`config.mk`:
```
export PLATFORM = sky130hd
export DESIGN_NAME = rnn_cell_top
export DESIGN_NICKNAME = d
export VERILOG_FILES = /design/src/logic/rnn_pkg.sv /design/src/logic/hidden_state.sv /design/src/logic/mac_unit.sv /design/src/logic/rnn_cell_top.sv /design/src/logic/step_sequencer.sv /design/src/logic/weight_fetch.sv
export SDC_FILE = /design/constraint.sdc
export NUM_CORES = 1
export LEC_CHECK = 0
export ABC_AREA = 1
export BUFFER_PORTS_ARGS = -buffer_cell sky130_fd_sc_hd__buf_2
export CAP_MARGIN = 20
export CORE_AREA = 2 2 202 204
export DETAILED_ROUTE_END_ITERATION = 16
export DIE_AREA = 0 0 204 206
export GPL_TIMING_DRIVEN = 0
export PLACE_DENSITY_LB_ADDON = 0.08
export SKIP_CTS_REPAIR_TIMING = 1
export SLEW_MARGIN = 0
export SYNTH_ARGS = -nofsm -noshare
export SYNTH_HDL_FRONTEND = slang
export SYNTH_HIERARCHICAL = 1
export SYNTH_SLANG_ARGS = --single-unit
export TNS_END_PERCENT = 20
```
`constraint.sdc`:
```
create_clock -name clk -period 15.25 [get_ports clk]
set_input_delay 3.05 -clock clk [delete_from_list [all_inputs] [get_ports clk]]
set_output_delay 3.05 -clock clk [all_outputs]
set_load 0.01 [all_outputs]
```
`src/logic/rnn_pkg.sv`:
```
`default_nettype none

package rnn_pkg;

    localparam int VOCAB_SIZE     = 76;
    localparam int EMBEDDING_SIZE = 4;
    localparam int LINEAR_SIZE    = 8;
    localparam int WORD_W         = 16;
    localparam int FRAC_BITS      = 8;
    localparam int ADDR_W         = 27;
    localparam int TOKEN_W        = 7;

    // Parameter memory map, one word per entry
    localparam int WIH_BASE  = VOCAB_SIZE * EMBEDDING_SIZE;
    localparam int WHH_BASE  = WIH_BASE + EMBEDDING_SIZE * LINEAR_SIZE;
    localparam int BIH_BASE  = WHH_BASE + LINEAR_SIZE * LINEAR_SIZE;
    localparam int BHH_BASE  = BIH_BASE + LINEAR_SIZE;
    localparam int MEM_DEPTH = BHH_BASE + LINEAR_SIZE;

    typedef logic signed [WORD_W-1:0] word_t;               // Q8.8
    typedef logic [ADDR_W-1:0] addr_t;
    typedef word_t [LINEAR_SIZE-1:0] hidden_vec_t;

    typedef enum logic [2:0] {
        EMBED,
        WIH,
        WHH,
        BIH,
        BHH
    } param_kind_t;

    typedef struct packed {
        logic valid;
        param_kind_t kind;
        logic [TOKEN_W-1:0] row;                            // Token or neuron
        logic [2:0] col;
    } param_req_t;

    typedef struct packed {
        logic req;
        addr_t addr;
    } mem_req_t;

    typedef struct packed {
        logic valid;
        word_t data;
    } mem_rsp_t;

    typedef enum logic [1:0] {
        MAC_IDLE,
        MAC_CLEAR,
        MAC_MUL,
        MAC_ADD
    } mac_op_t;

endpackage

`default_nettype wire

```
`src/logic/hidden_state.sv`:
```
`timescale 1ns/1ps
`default_nettype none

module hidden_state
(
    input  logic clk,
    input  logic reset,
    input  logic embed_we,
    input  logic neuron_we,
    input  logic [2:0] neuron_idx,
    input  logic [2:0] operand_idx,
    input  logic operand_from_embed,
    input  rnn_pkg::word_t wdata,
    input  rnn_pkg::word_t acc_value,
    input  logic commit,
    output rnn_pkg::word_t operand,
    output rnn_pkg::hidden_vec_t hidden
);

    rnn_pkg::word_t [rnn_pkg::EMBEDDING_SIZE-1:0] emb;
    rnn_pkg::hidden_vec_t h_old;
    rnn_pkg::hidden_vec_t h_new;

    always_ff @(posedge clk)
    begin
        if (reset)
        begin
            emb   <= '0;
            h_old <= '0;
            h_new <= '0;
        end
        else
        begin
            if (embed_we)
            begin
                emb[operand_idx[1:0]] <= wdata;
            end
            if (neuron_we)
            begin
                h_new[neuron_idx] <= acc_value;
            end
            if (commit)
            begin
                h_old <= h_new;                             // Step result becomes state
            end
        end
    end

    assign operand = operand_from_embed ? emb[operand_idx[1:0]] : h_old[operand_idx];
    assign hidden  = h_old;

    a_embed_idx: assert property (@(posedge clk) disable iff (reset)
        operand_from_embed |-> operand_idx < rnn_pkg::EMBEDDING_SIZE)
        else $error("Embedding index out of range");

endmodule

`default_nettype wire

```
`src/logic/mac_unit.sv`:
```
`timescale 1ns/1ps
`default_nettype none

module mac_unit
(
    input  logic clk,
    input  logic reset,
    input  rnn_pkg::mac_op_t mac_op,
    input  rnn_pkg::word_t weight,
    input  rnn_pkg::word_t operand,
    output rnn_pkg::word_t acc_value
);

    logic signed [31:0] product;
    rnn_pkg::word_t product_q88;
    rnn_pkg::word_t acc;

    assign product     = weight * operand;
    assign product_q88 = rnn_pkg::word_t'(product >>> rnn_pkg::FRAC_BITS); // Truncate to Q8.8

    always_ff @(posedge clk)
    begin
        if (reset)
        begin
            acc <= '0;
        end
        else
        begin
            unique case (mac_op)
                rnn_pkg::MAC_CLEAR:
                begin
                    acc <= '0;
                end
                rnn_pkg::MAC_MUL:
                begin
                    acc <= acc + product_q88;               // Wraps at 16 bits
                end
                rnn_pkg::MAC_ADD:
                begin
                    acc <= acc + weight;                    // Bias term
                end
                default:
                begin
                    acc <= acc;
                end
            endcase
        end
    end

    assign acc_value = acc;

endmodule

`default_nettype wire

```
`src/logic/rnn_cell_top.sv`:
```
`timescale 1ns/1ps
`default_nettype none

module rnn_cell_top
(
    input  logic clk,
    input  logic reset,
    input  logic start,
    input  logic [rnn_pkg::TOKEN_W-1:0] token,
    output logic busy,
    output logic step_done,
    output rnn_pkg::hidden_vec_t hidden,
    output rnn_pkg::mem_req_t mem_req,
    input  rnn_pkg::mem_rsp_t mem_rsp
);

    rnn_pkg::param_req_t param_req;
    rnn_pkg::mac_op_t mac_op;
    rnn_pkg::word_t fetch_data;
    rnn_pkg::word_t operand;
    rnn_pkg::word_t acc_value;
    logic fetch_done;
    logic embed_we;
    logic neuron_we;
    logic [2:0] neuron_idx;
    logic [2:0] operand_idx;
    logic operand_from_embed;
    logic commit;

    weight_fetch i_weight_fetch
    (
        .clk(clk),
        .reset(reset),
        .param_req(param_req),
        .mem_req(mem_req),
        .mem_rsp(mem_rsp),
        .fetch_done(fetch_done),
        .fetch_data(fetch_data)
    );

    step_sequencer i_step_sequencer
    (
        .clk(clk),
        .reset(reset),
        .start(start),
        .token(token),
        .busy(busy),
        .step_done(step_done),
        .param_req(param_req),
        .fetch_done(fetch_done),
        .mac_op(mac_op),
        .embed_we(embed_we),
        .neuron_we(neuron_we),
        .neuron_idx(neuron_idx),
        .operand_idx(operand_idx),
        .operand_from_embed(operand_from_embed),
        .commit(commit)
    );

    mac_unit i_mac_unit
    (
        .clk(clk),
        .reset(reset),
        .mac_op(mac_op),
        .weight(fetch_data),                                // Weight or bias word
        .operand(operand),
        .acc_value(acc_value)
    );

    hidden_state i_hidden_state
    (
        .clk(clk),
        .reset(reset),
        .embed_we(embed_we),
        .neuron_we(neuron_we),
        .neuron_idx(neuron_idx),
        .operand_idx(operand_idx),
        .operand_from_embed(operand_from_embed),
        .wdata(fetch_data),
        .acc_value(acc_value),
        .commit(commit),
        .operand(operand),
        .hidden(hidden)
    );

endmodule

`default_nettype wire

```
`src/logic/step_sequencer.sv`:
```
`timescale 1ns/1ps
`default_nettype none

module step_sequencer
(
    input  logic clk,
    input  logic reset,
    input  logic start,
    input  logic [rnn_pkg::TOKEN_W-1:0] token,
    output logic busy,
    output logic step_done,
    output rnn_pkg::param_req_t param_req,
    input  logic fetch_done,
    output rnn_pkg::mac_op_t mac_op,
    output logic embed_we,
    output logic neuron_we,
    output logic [2:0] neuron_idx,
    output logic [2:0] operand_idx,
    output logic operand_from_embed,
    output logic commit
);

    typedef enum logic [3:0] {
        S_IDLE,
        S_EMBED,
        S_CLEAR,
        S_WHH,
        S_BHH,
        S_WIH,
        S_BIH,
        S_WRITE,
        S_COMMIT
    } state_t;

    state_t state;
    logic [2:0] col;
    logic [2:0] neuron;
    logic [rnn_pkg::TOKEN_W-1:0] token_q;
    logic last_emb;
    logic last_hid;

    assign last_emb = col == 3'(rnn_pkg::EMBEDDING_SIZE - 1);
    assign last_hid = col == 3'(rnn_pkg::LINEAR_SIZE - 1);

    always_ff @(posedge clk)
    begin
        if (reset)
        begin
            state     <= S_IDLE;
            col       <= '0;
            neuron    <= '0;
            step_done <= 1'b0;
        end
        else
        begin
            step_done <= 1'b0;
            unique case (state)
                S_IDLE:
                begin
                    col <= '0;
                    if (start)
                    begin
                        state <= S_EMBED;
                    end
                end
                S_EMBED:
                begin
                    if (fetch_done)
                    begin
                        col    <= last_emb ? 3'd0 : col + 3'd1;
                        neuron <= '0;
                        state  <= last_emb ? S_CLEAR : S_EMBED;
                    end
                end
                S_CLEAR:
                begin
                    col   <= '0;
                    state <= S_WHH;
                end
                S_WHH:
                begin
                    if (fetch_done)
                    begin
                        col   <= last_hid ? 3'd0 : col + 3'd1;
                        state <= last_hid ? S_BHH : S_WHH;
                    end
                end
                S_BHH:
                begin
                    if (fetch_done)
                    begin
                        state <= S_WIH;
                    end
                end
                S_WIH:
                begin
                    if (fetch_done)
                    begin
                        col   <= last_emb ? 3'd0 : col + 3'd1;
                        state <= last_emb ? S_BIH : S_WIH;
                    end
                end
                S_BIH:
                begin
                    if (fetch_done)
                    begin
                        state <= S_WRITE;                   // Let the bias add land
                    end
                end
                S_WRITE:
                begin
                    if (neuron == 3'(rnn_pkg::LINEAR_SIZE - 1))
                    begin
                        state <= S_COMMIT;
                    end
                    else
                    begin
                        neuron <= neuron + 3'd1;
                        state  <= S_CLEAR;
                    end
                end
                S_COMMIT:
                begin
                    step_done <= 1'b1;                      // Lines up with new hidden
                    state     <= S_IDLE;
                end
                default:
                begin
                    state <= S_IDLE;
                end
            endcase
        end
    end

    always_ff @(posedge clk)
    begin
        if (state == S_IDLE && start)
        begin
            token_q <= token;
        end
    end

    always_comb
    begin
        param_req          = '0;
        param_req.col      = col;
        param_req.row      = {{(rnn_pkg::TOKEN_W - 3){1'b0}}, neuron};
        mac_op             = rnn_pkg::MAC_IDLE;
        operand_from_embed = 1'b0;
        unique case (state)
            S_EMBED:
            begin
                param_req.valid    = 1'b1;
                param_req.kind     = rnn_pkg::EMBED;
                param_req.row      = token_q;
                operand_from_embed = 1'b1;
            end
            S_CLEAR:
            begin
                mac_op = rnn_pkg::MAC_CLEAR;
            end
            S_WHH:
            begin
                param_req.valid = 1'b1;
                param_req.kind  = rnn_pkg::WHH;
                mac_op          = fetch_done ? rnn_pkg::MAC_MUL : rnn_pkg::MAC_IDLE;
            end
            S_BHH:
            begin
                param_req.valid = 1'b1;
                param_req.kind  = rnn_pkg::BHH;
                mac_op          = fetch_done ? rnn_pkg::MAC_ADD : rnn_pkg::MAC_IDLE;
            end
            S_WIH:
            begin
                param_req.valid    = 1'b1;
                param_req.kind     = rnn_pkg::WIH;
                operand_from_embed = 1'b1;
                mac_op             = fetch_done ? rnn_pkg::MAC_MUL : rnn_pkg::MAC_IDLE;
            end
            S_BIH:
            begin
                param_req.valid = 1'b1;
                param_req.kind  = rnn_pkg::BIH;
                mac_op          = fetch_done ? rnn_pkg::MAC_ADD : rnn_pkg::MAC_IDLE;
            end
            default:
            begin
            end
        endcase
    end

    assign busy        = state != S_IDLE;
    assign embed_we    = state == S_EMBED && fetch_done;
    assign neuron_we   = state == S_WRITE;
    assign commit      = state == S_COMMIT;
    assign neuron_idx  = neuron;
    assign operand_idx = col;

    a_token_range: assert property (@(posedge clk) disable iff (reset)
        start && !busy |-> token < rnn_pkg::VOCAB_SIZE)
        else $error("Token out of vocabulary");

endmodule

`default_nettype wire

```
`src/logic/weight_fetch.sv`:
```
`timescale 1ns/1ps
`default_nettype none

module weight_fetch
(
    input  logic clk,
    input  logic reset,
    input  rnn_pkg::param_req_t param_req,
    output rnn_pkg::mem_req_t mem_req,
    input  rnn_pkg::mem_rsp_t mem_rsp,
    output logic fetch_done,
    output rnn_pkg::word_t fetch_data
);

    int row_i;
    int col_i;
    rnn_pkg::addr_t addr_next;
    rnn_pkg::addr_t addr_q;
    logic req_q;

    assign row_i = int'(param_req.row);
    assign col_i = int'(param_req.col);

    always_comb
    begin
        unique case (param_req.kind)
            rnn_pkg::EMBED:
                addr_next = rnn_pkg::addr_t'(row_i * rnn_pkg::EMBEDDING_SIZE + col_i);
            rnn_pkg::WIH:
                addr_next = rnn_pkg::addr_t'(rnn_pkg::WIH_BASE
                                             + row_i * rnn_pkg::EMBEDDING_SIZE + col_i);
            rnn_pkg::WHH:
                addr_next = rnn_pkg::addr_t'(rnn_pkg::WHH_BASE
                                             + row_i * rnn_pkg::LINEAR_SIZE + col_i);
            rnn_pkg::BIH:
                addr_next = rnn_pkg::addr_t'(rnn_pkg::BIH_BASE + row_i);
            rnn_pkg::BHH:
                addr_next = rnn_pkg::addr_t'(rnn_pkg::BHH_BASE + row_i);
            default:
                addr_next = '0;
        endcase
    end

    always_ff @(posedge clk)
    begin
        if (reset)
        begin
            req_q <= 1'b0;
        end
        else if (!req_q && param_req.valid)
        begin
            req_q <= 1'b1;                                  // Launch read
        end
        else if (req_q && mem_rsp.valid)
        begin
            req_q <= 1'b0;
        end
    end

    always_ff @(posedge clk)
    begin
        if (!req_q && param_req.valid)
        begin
            addr_q <= addr_next;                            // Held until valid
        end
    end

    assign mem_req.req  = req_q;
    assign mem_req.addr = addr_q;
    assign fetch_done   = req_q && mem_rsp.valid;
    assign fetch_data   = mem_rsp.data;

    a_addr_stable: assert property (@(posedge clk) disable iff (reset)
        mem_req.req |-> mem_req.addr == addr_next)
        else $error("Address changed while read pending");

    a_addr_range: assert property (@(posedge clk) disable iff (reset)
        mem_req.req |-> mem_req.addr < rnn_pkg::MEM_DEPTH)
        else $error("Address outside parameter memory");

endmodule

`default_nettype wire

```
==> run summary <==
The maximum vdd drop is 0.000474 V. The power per cell area is 206 mW/mm2. The final weighted congestion in routability-driven placement came out at slightly above 1. The via count of the first global-routing pass came out at ~23000. The clock-pin slew on the worst setup and hold paths is around 60 ps. For the worst setup path, the data required time is approximately 16000 ps. The floorplan step set the die height to 206 um.

The critical path endpoint category is a register. The number of slew-limit violations in the final report is 0. Setup violations remaining at the end of the flow were counted as 0. The sequential cell area came out at 0.00751 mm2. The cell occurring most often along the worst timing path is sky130_fd_sc_hd__fa_1. The via count is around 24000. Together, buffers and inverters on the worst path number 8.

The family of cells with the greatest summed delay on the critical path is adder cells. The gate count after technology mapping is 3582. Static timing analysis puts the maximum clock frequency at ~0.096 GHz. The largest clock skew in the final design came out at 27.9 ps. The aggregate routed wire length is between 80 and 90 mm. The flow ran to the end, and the final reports show no timing, DRC or antenna violations.

The average routed wire per standard cell came out at 19.0 um. The area of placed instances is 0.0270 mm2. The number of optimization iterations in the first detailed-route pass came out at 6. Of all nets on the critical path, the largest fanout is 10. The switching share of power is 0.497. The floorplan has between 70 and 80 rows. The internal power of the cells totals 2940 uW.

Yosys attributes the largest share of cell area to sky130_fd_sc_hd__dfxtp_1 (27%), sky130_fd_sc_hd__nand2_1 (19%), sky130_fd_sc_hd__fa_1 (15%), sky130_fd_sc_hd__inv_1 (7.2%), sky130_fd_sc_hd__a21oi_1 (7.0%). STA classifies the critical path startpoint as an input port. The number of nets in the layout is between 4000 and 5000. The share of the clock period used by the worst path came out at 0.686. For this design the static power due to leakage is 0.0134 uW. The count of endpoints failing hold in the final timing report came out at 0. The remaining antenna violation count came out at 0. The clock latency on the worst-skew pair is between 500 and 600 ps.

The actual transition at the worst max-transition pin came out at 1070 ps. The count of inserted antenna diode cells came out at 0. The largest incremental delay on the critical path came out at 610 ps. The fraction of the mapped netlist area in simple logic gates is 0.265. The fraction of post-synthesis cell area in the top cell type by area is 0.273.

The worst-case headroom to the max-slew limit came out at 0.285. Using the TritonRoute via totals, the vias-per-cell ratio works out to 5.62. The min-delay analysis places its worst path in the category reg -> reg.

Pin placement for this block handled between 150 and 200 I/O pins. The die area came out at 0.0420 mm2. The fraction of the yosys area taken by sequential cells came out at 0.294. The maximum buffer depth of the clock tree is 3.

The net switching power figure is ~2900 uW. After routing the design area is 0.0283 mm2. The most critical setup path has its startpoint at mem_rsp[2]. The layout cell share with drive strength beyond 1 came out at 0.120.

After synthesis, the largest family of logic cells by area is simple AND/OR/NAND/NOR gates. The share of total power dissipated in the clock network is 0.173. The multiplexer share of the synthesized area came out at 0. Summed over all instances, the cell type with the most area after synthesis is sky130_fd_sc_hd__dfxtp_1.

The average size of a mapped cell is around 7.1 um2. The number of sinks driven by the clock tree came out at around 370. The number of inserted filler cells in the final layout is around 3500.

The xor-xnor portion of the synthesized cell area came out at 0.00481. The overflow left after global routing is 0. TritonCTS built the clock tree. The largest net degree at the start of global routing is 14. The count of state elements after synthesis came out at 366. The number of max-cap violations came out at 0. Summing every instance area after synthesis gives about 0.026 mm2. The HPWL after detailed placement is ~64 mm. The buffer type at the clock tree root is sky130_fd_sc_hd__clkbuf_16. The critical path is of the in -> reg type.

The share of power burned in registers came out at 0.177. The accumulated negative setup slack came out at 0 ps. The width of the die came out at 204 um. The total global routing track utilization came out at 0.392. Data arrives at the worst endpoint at 10950 ps. Buffers placed on the I/O ports in this run total 152. The adder-cell share of the synthesized area came out at 0.197.

The worst reg2reg path startpoint is i_step_sequencer/state[3]. The combinational group share of total power came out at 0.650. The residual DRC count is 0. The area growth from synthesis to layout is 11.1%. The number of warning messages in the yosys log is 6.

The complex-gate fraction of the synthesized area is 0.111. The count of routing violations after the opening detailed-route iteration came out at roughly 2500. The total area of multi-input combinational cells came out at 0.0148 mm2. The first global-routing pass estimated between 100 and 150 mm of wire. The worst hold path startpoint is i_hidden_state/h_new[121]. In this run the number of H-tree levels came out at 2.

The area of the placeable core came out at 0.0402 mm2. The number of antenna violations at the first check in global routing is 1. The slowest stage of the critical path belongs to the cell sky130_fd_sc_hd__fa_1.

The smallest clock period supported by the final layout is computed as ~10000 ps. The effective utilization at floorplan is 0.635. Setup repair after global routing left no endpoint under its margin.

The number of clock buffers added by TritonCTS is 40. The number of different library cells in the post-synthesis netlist came out at 55.
## synth_stat cells (all sizes together)
cell    number
nand3b       8
nor2       140
conb         1
a31o         1
ha         103
o211ai       3
a21boi       6
and2         1
xnor2        6
nor3b        1
a21oi      357
a31oi        3
clkbuf      91
edfxtp      18
dfxtp      348
or2         10
buf        144
nand3      145
a211oi      33
o21bai       2
o21a         2
xor2         8
fa         187
o21ai       95
a221oi       1
nand2     1331
clkinv       3
o22ai        2
o31a         1
inv        513
a21o         4
nand4        7
nor4         2
nor3         5
## state kept, by name, indices dropped and copies added (netlist names)
signal,cells
i_hidden_state/emb,64
i_hidden_state/h_new,128
i_step_sequencer/token_q,7
i_step_sequencer/state,4
i_weight_fetch/addr_q,11
i_step_sequencer/operand_idx,3
i_mac_unit/acc_value,16
i_weight_fetch/req_q,1
i_step_sequencer/neuron_idx,3
i_hidden_state/hidden,128
i_step_sequencer/step_done,1
## path summary, 6_finish.rpt
| check | endpoint | slack, ps | cells after the start |
|---|---|---|---|
| worst max-delay path | i_mac_unit/acc_value[15] | 4790 | 34 |
| worst min-delay path | i_hidden_state/hidden[121] | 460 | 2 |
| worst min register to register | i_hidden_state/hidden[121] | 460 | 2 |
| worst max register to register | i_mac_unit/acc_value[14] | 5540 | 42 |
## layer usage
| layer | part of all wire | vias up | wire [um] | global-route usage |
|---|---|---|---|---|
| li1 | - | 11351 | - | - |
| met5 | 0.00022 | - | 18 | 0 |
| met1 | 0.41 | 11601 | 33600 | 0.532 |
| met4 | 0.048 | 2 | 4000 | 0.184 |
| met2 | 0.45 | 1273 | 36900 | 0.606 |
| met3 | 0.10 | 250 | 8350 | 0.0781 |
## per-stage QoR
stage | hold WS (ps) | power, uW | worst slack [ps] | util | std cells
6_report | 458 | 5840 | 4790 | 0.705 | 4353
5_1_grt | 474 | 6330 | 4400 | 0.705 | 4353
4_1_cts | 458 | 5800 | 4970 | 0.705 | 4353
3_5_place_dp | 448 | 4770 | 4410 | 0.672 | 4281
3_3_place_gp | 447 | 4670 | 4500 | 0.672 | 4281
2_1_floorplan | 434 | 3780 | 5690 | - | 3597
## cells by family (layout without fill, tap and decap cells)
family | Yosys count | in the layout
and+or+nand+nor | 1650 | 1650
buffers and inverters | 751 | 975
AOI/OAI and AO/OA | 510 | 510
DFF | 366 | 366
adders and majority gates | 290 | 290
xor gates and xnor gates | 14 | 14
other | 1 | 16
## worst register-to-register path, delay by kind of cell, from the launching register on
| kind | cells | cell delay [ps] |
|---|---|---|
| fa+ha+maj | 8 | 3860 |
| buf+inv | 10 | 2290 |
| simple gates | 16 | 1880 |
| compound gates | 7 | 970 |
| flops | 1 | 440 |
| xor+xnor | 1 | 140 |
## final cells by class
class	count	share of cell area
Sequential cell	366	0.265
Clock buffer	59	0.0415
Tap cell	532	0.0235
Inverter	516	0.0686
Multi-Input combinational cell	2480	0.522
Buffer	235	0.0466
Timing Repair Buffer	152	0.0268
Clock inverter	13	0.00645
## cell usage in the layout (no fill, tap or decap), types with 52 or more instances in the layout
cell type	instances
sky130_fd_sc_hd__nand2_1	1312
sky130_fd_sc_hd__inv_1	487
sky130_fd_sc_hd__a21oi_1	356
sky130_fd_sc_hd__dfxtp_1	348
sky130_fd_sc_hd__buf_2	214
sky130_fd_sc_hd__fa_1	187
sky130_fd_sc_hd__nand3_1	138
sky130_fd_sc_hd__nor2_1	118
sky130_fd_sc_hd__ha_1	103
sky130_fd_sc_hd__clkbuf_1	102
sky130_fd_sc_hd__o21ai_0	78
sky130_fd_sc_hd__buf_4	52
## power by group through the flow
stage	sequential [uW]	clock [uW]	combinational [uW]
after global routing	1040	1050	4240
after detailed placement	1060	0	3720
after global placement	1050	0	3620
after CTS	1040	1010	3750
final	1040	1010	3790
after floorplan	1060	0	2720
(Power assumes the default switching activity.)
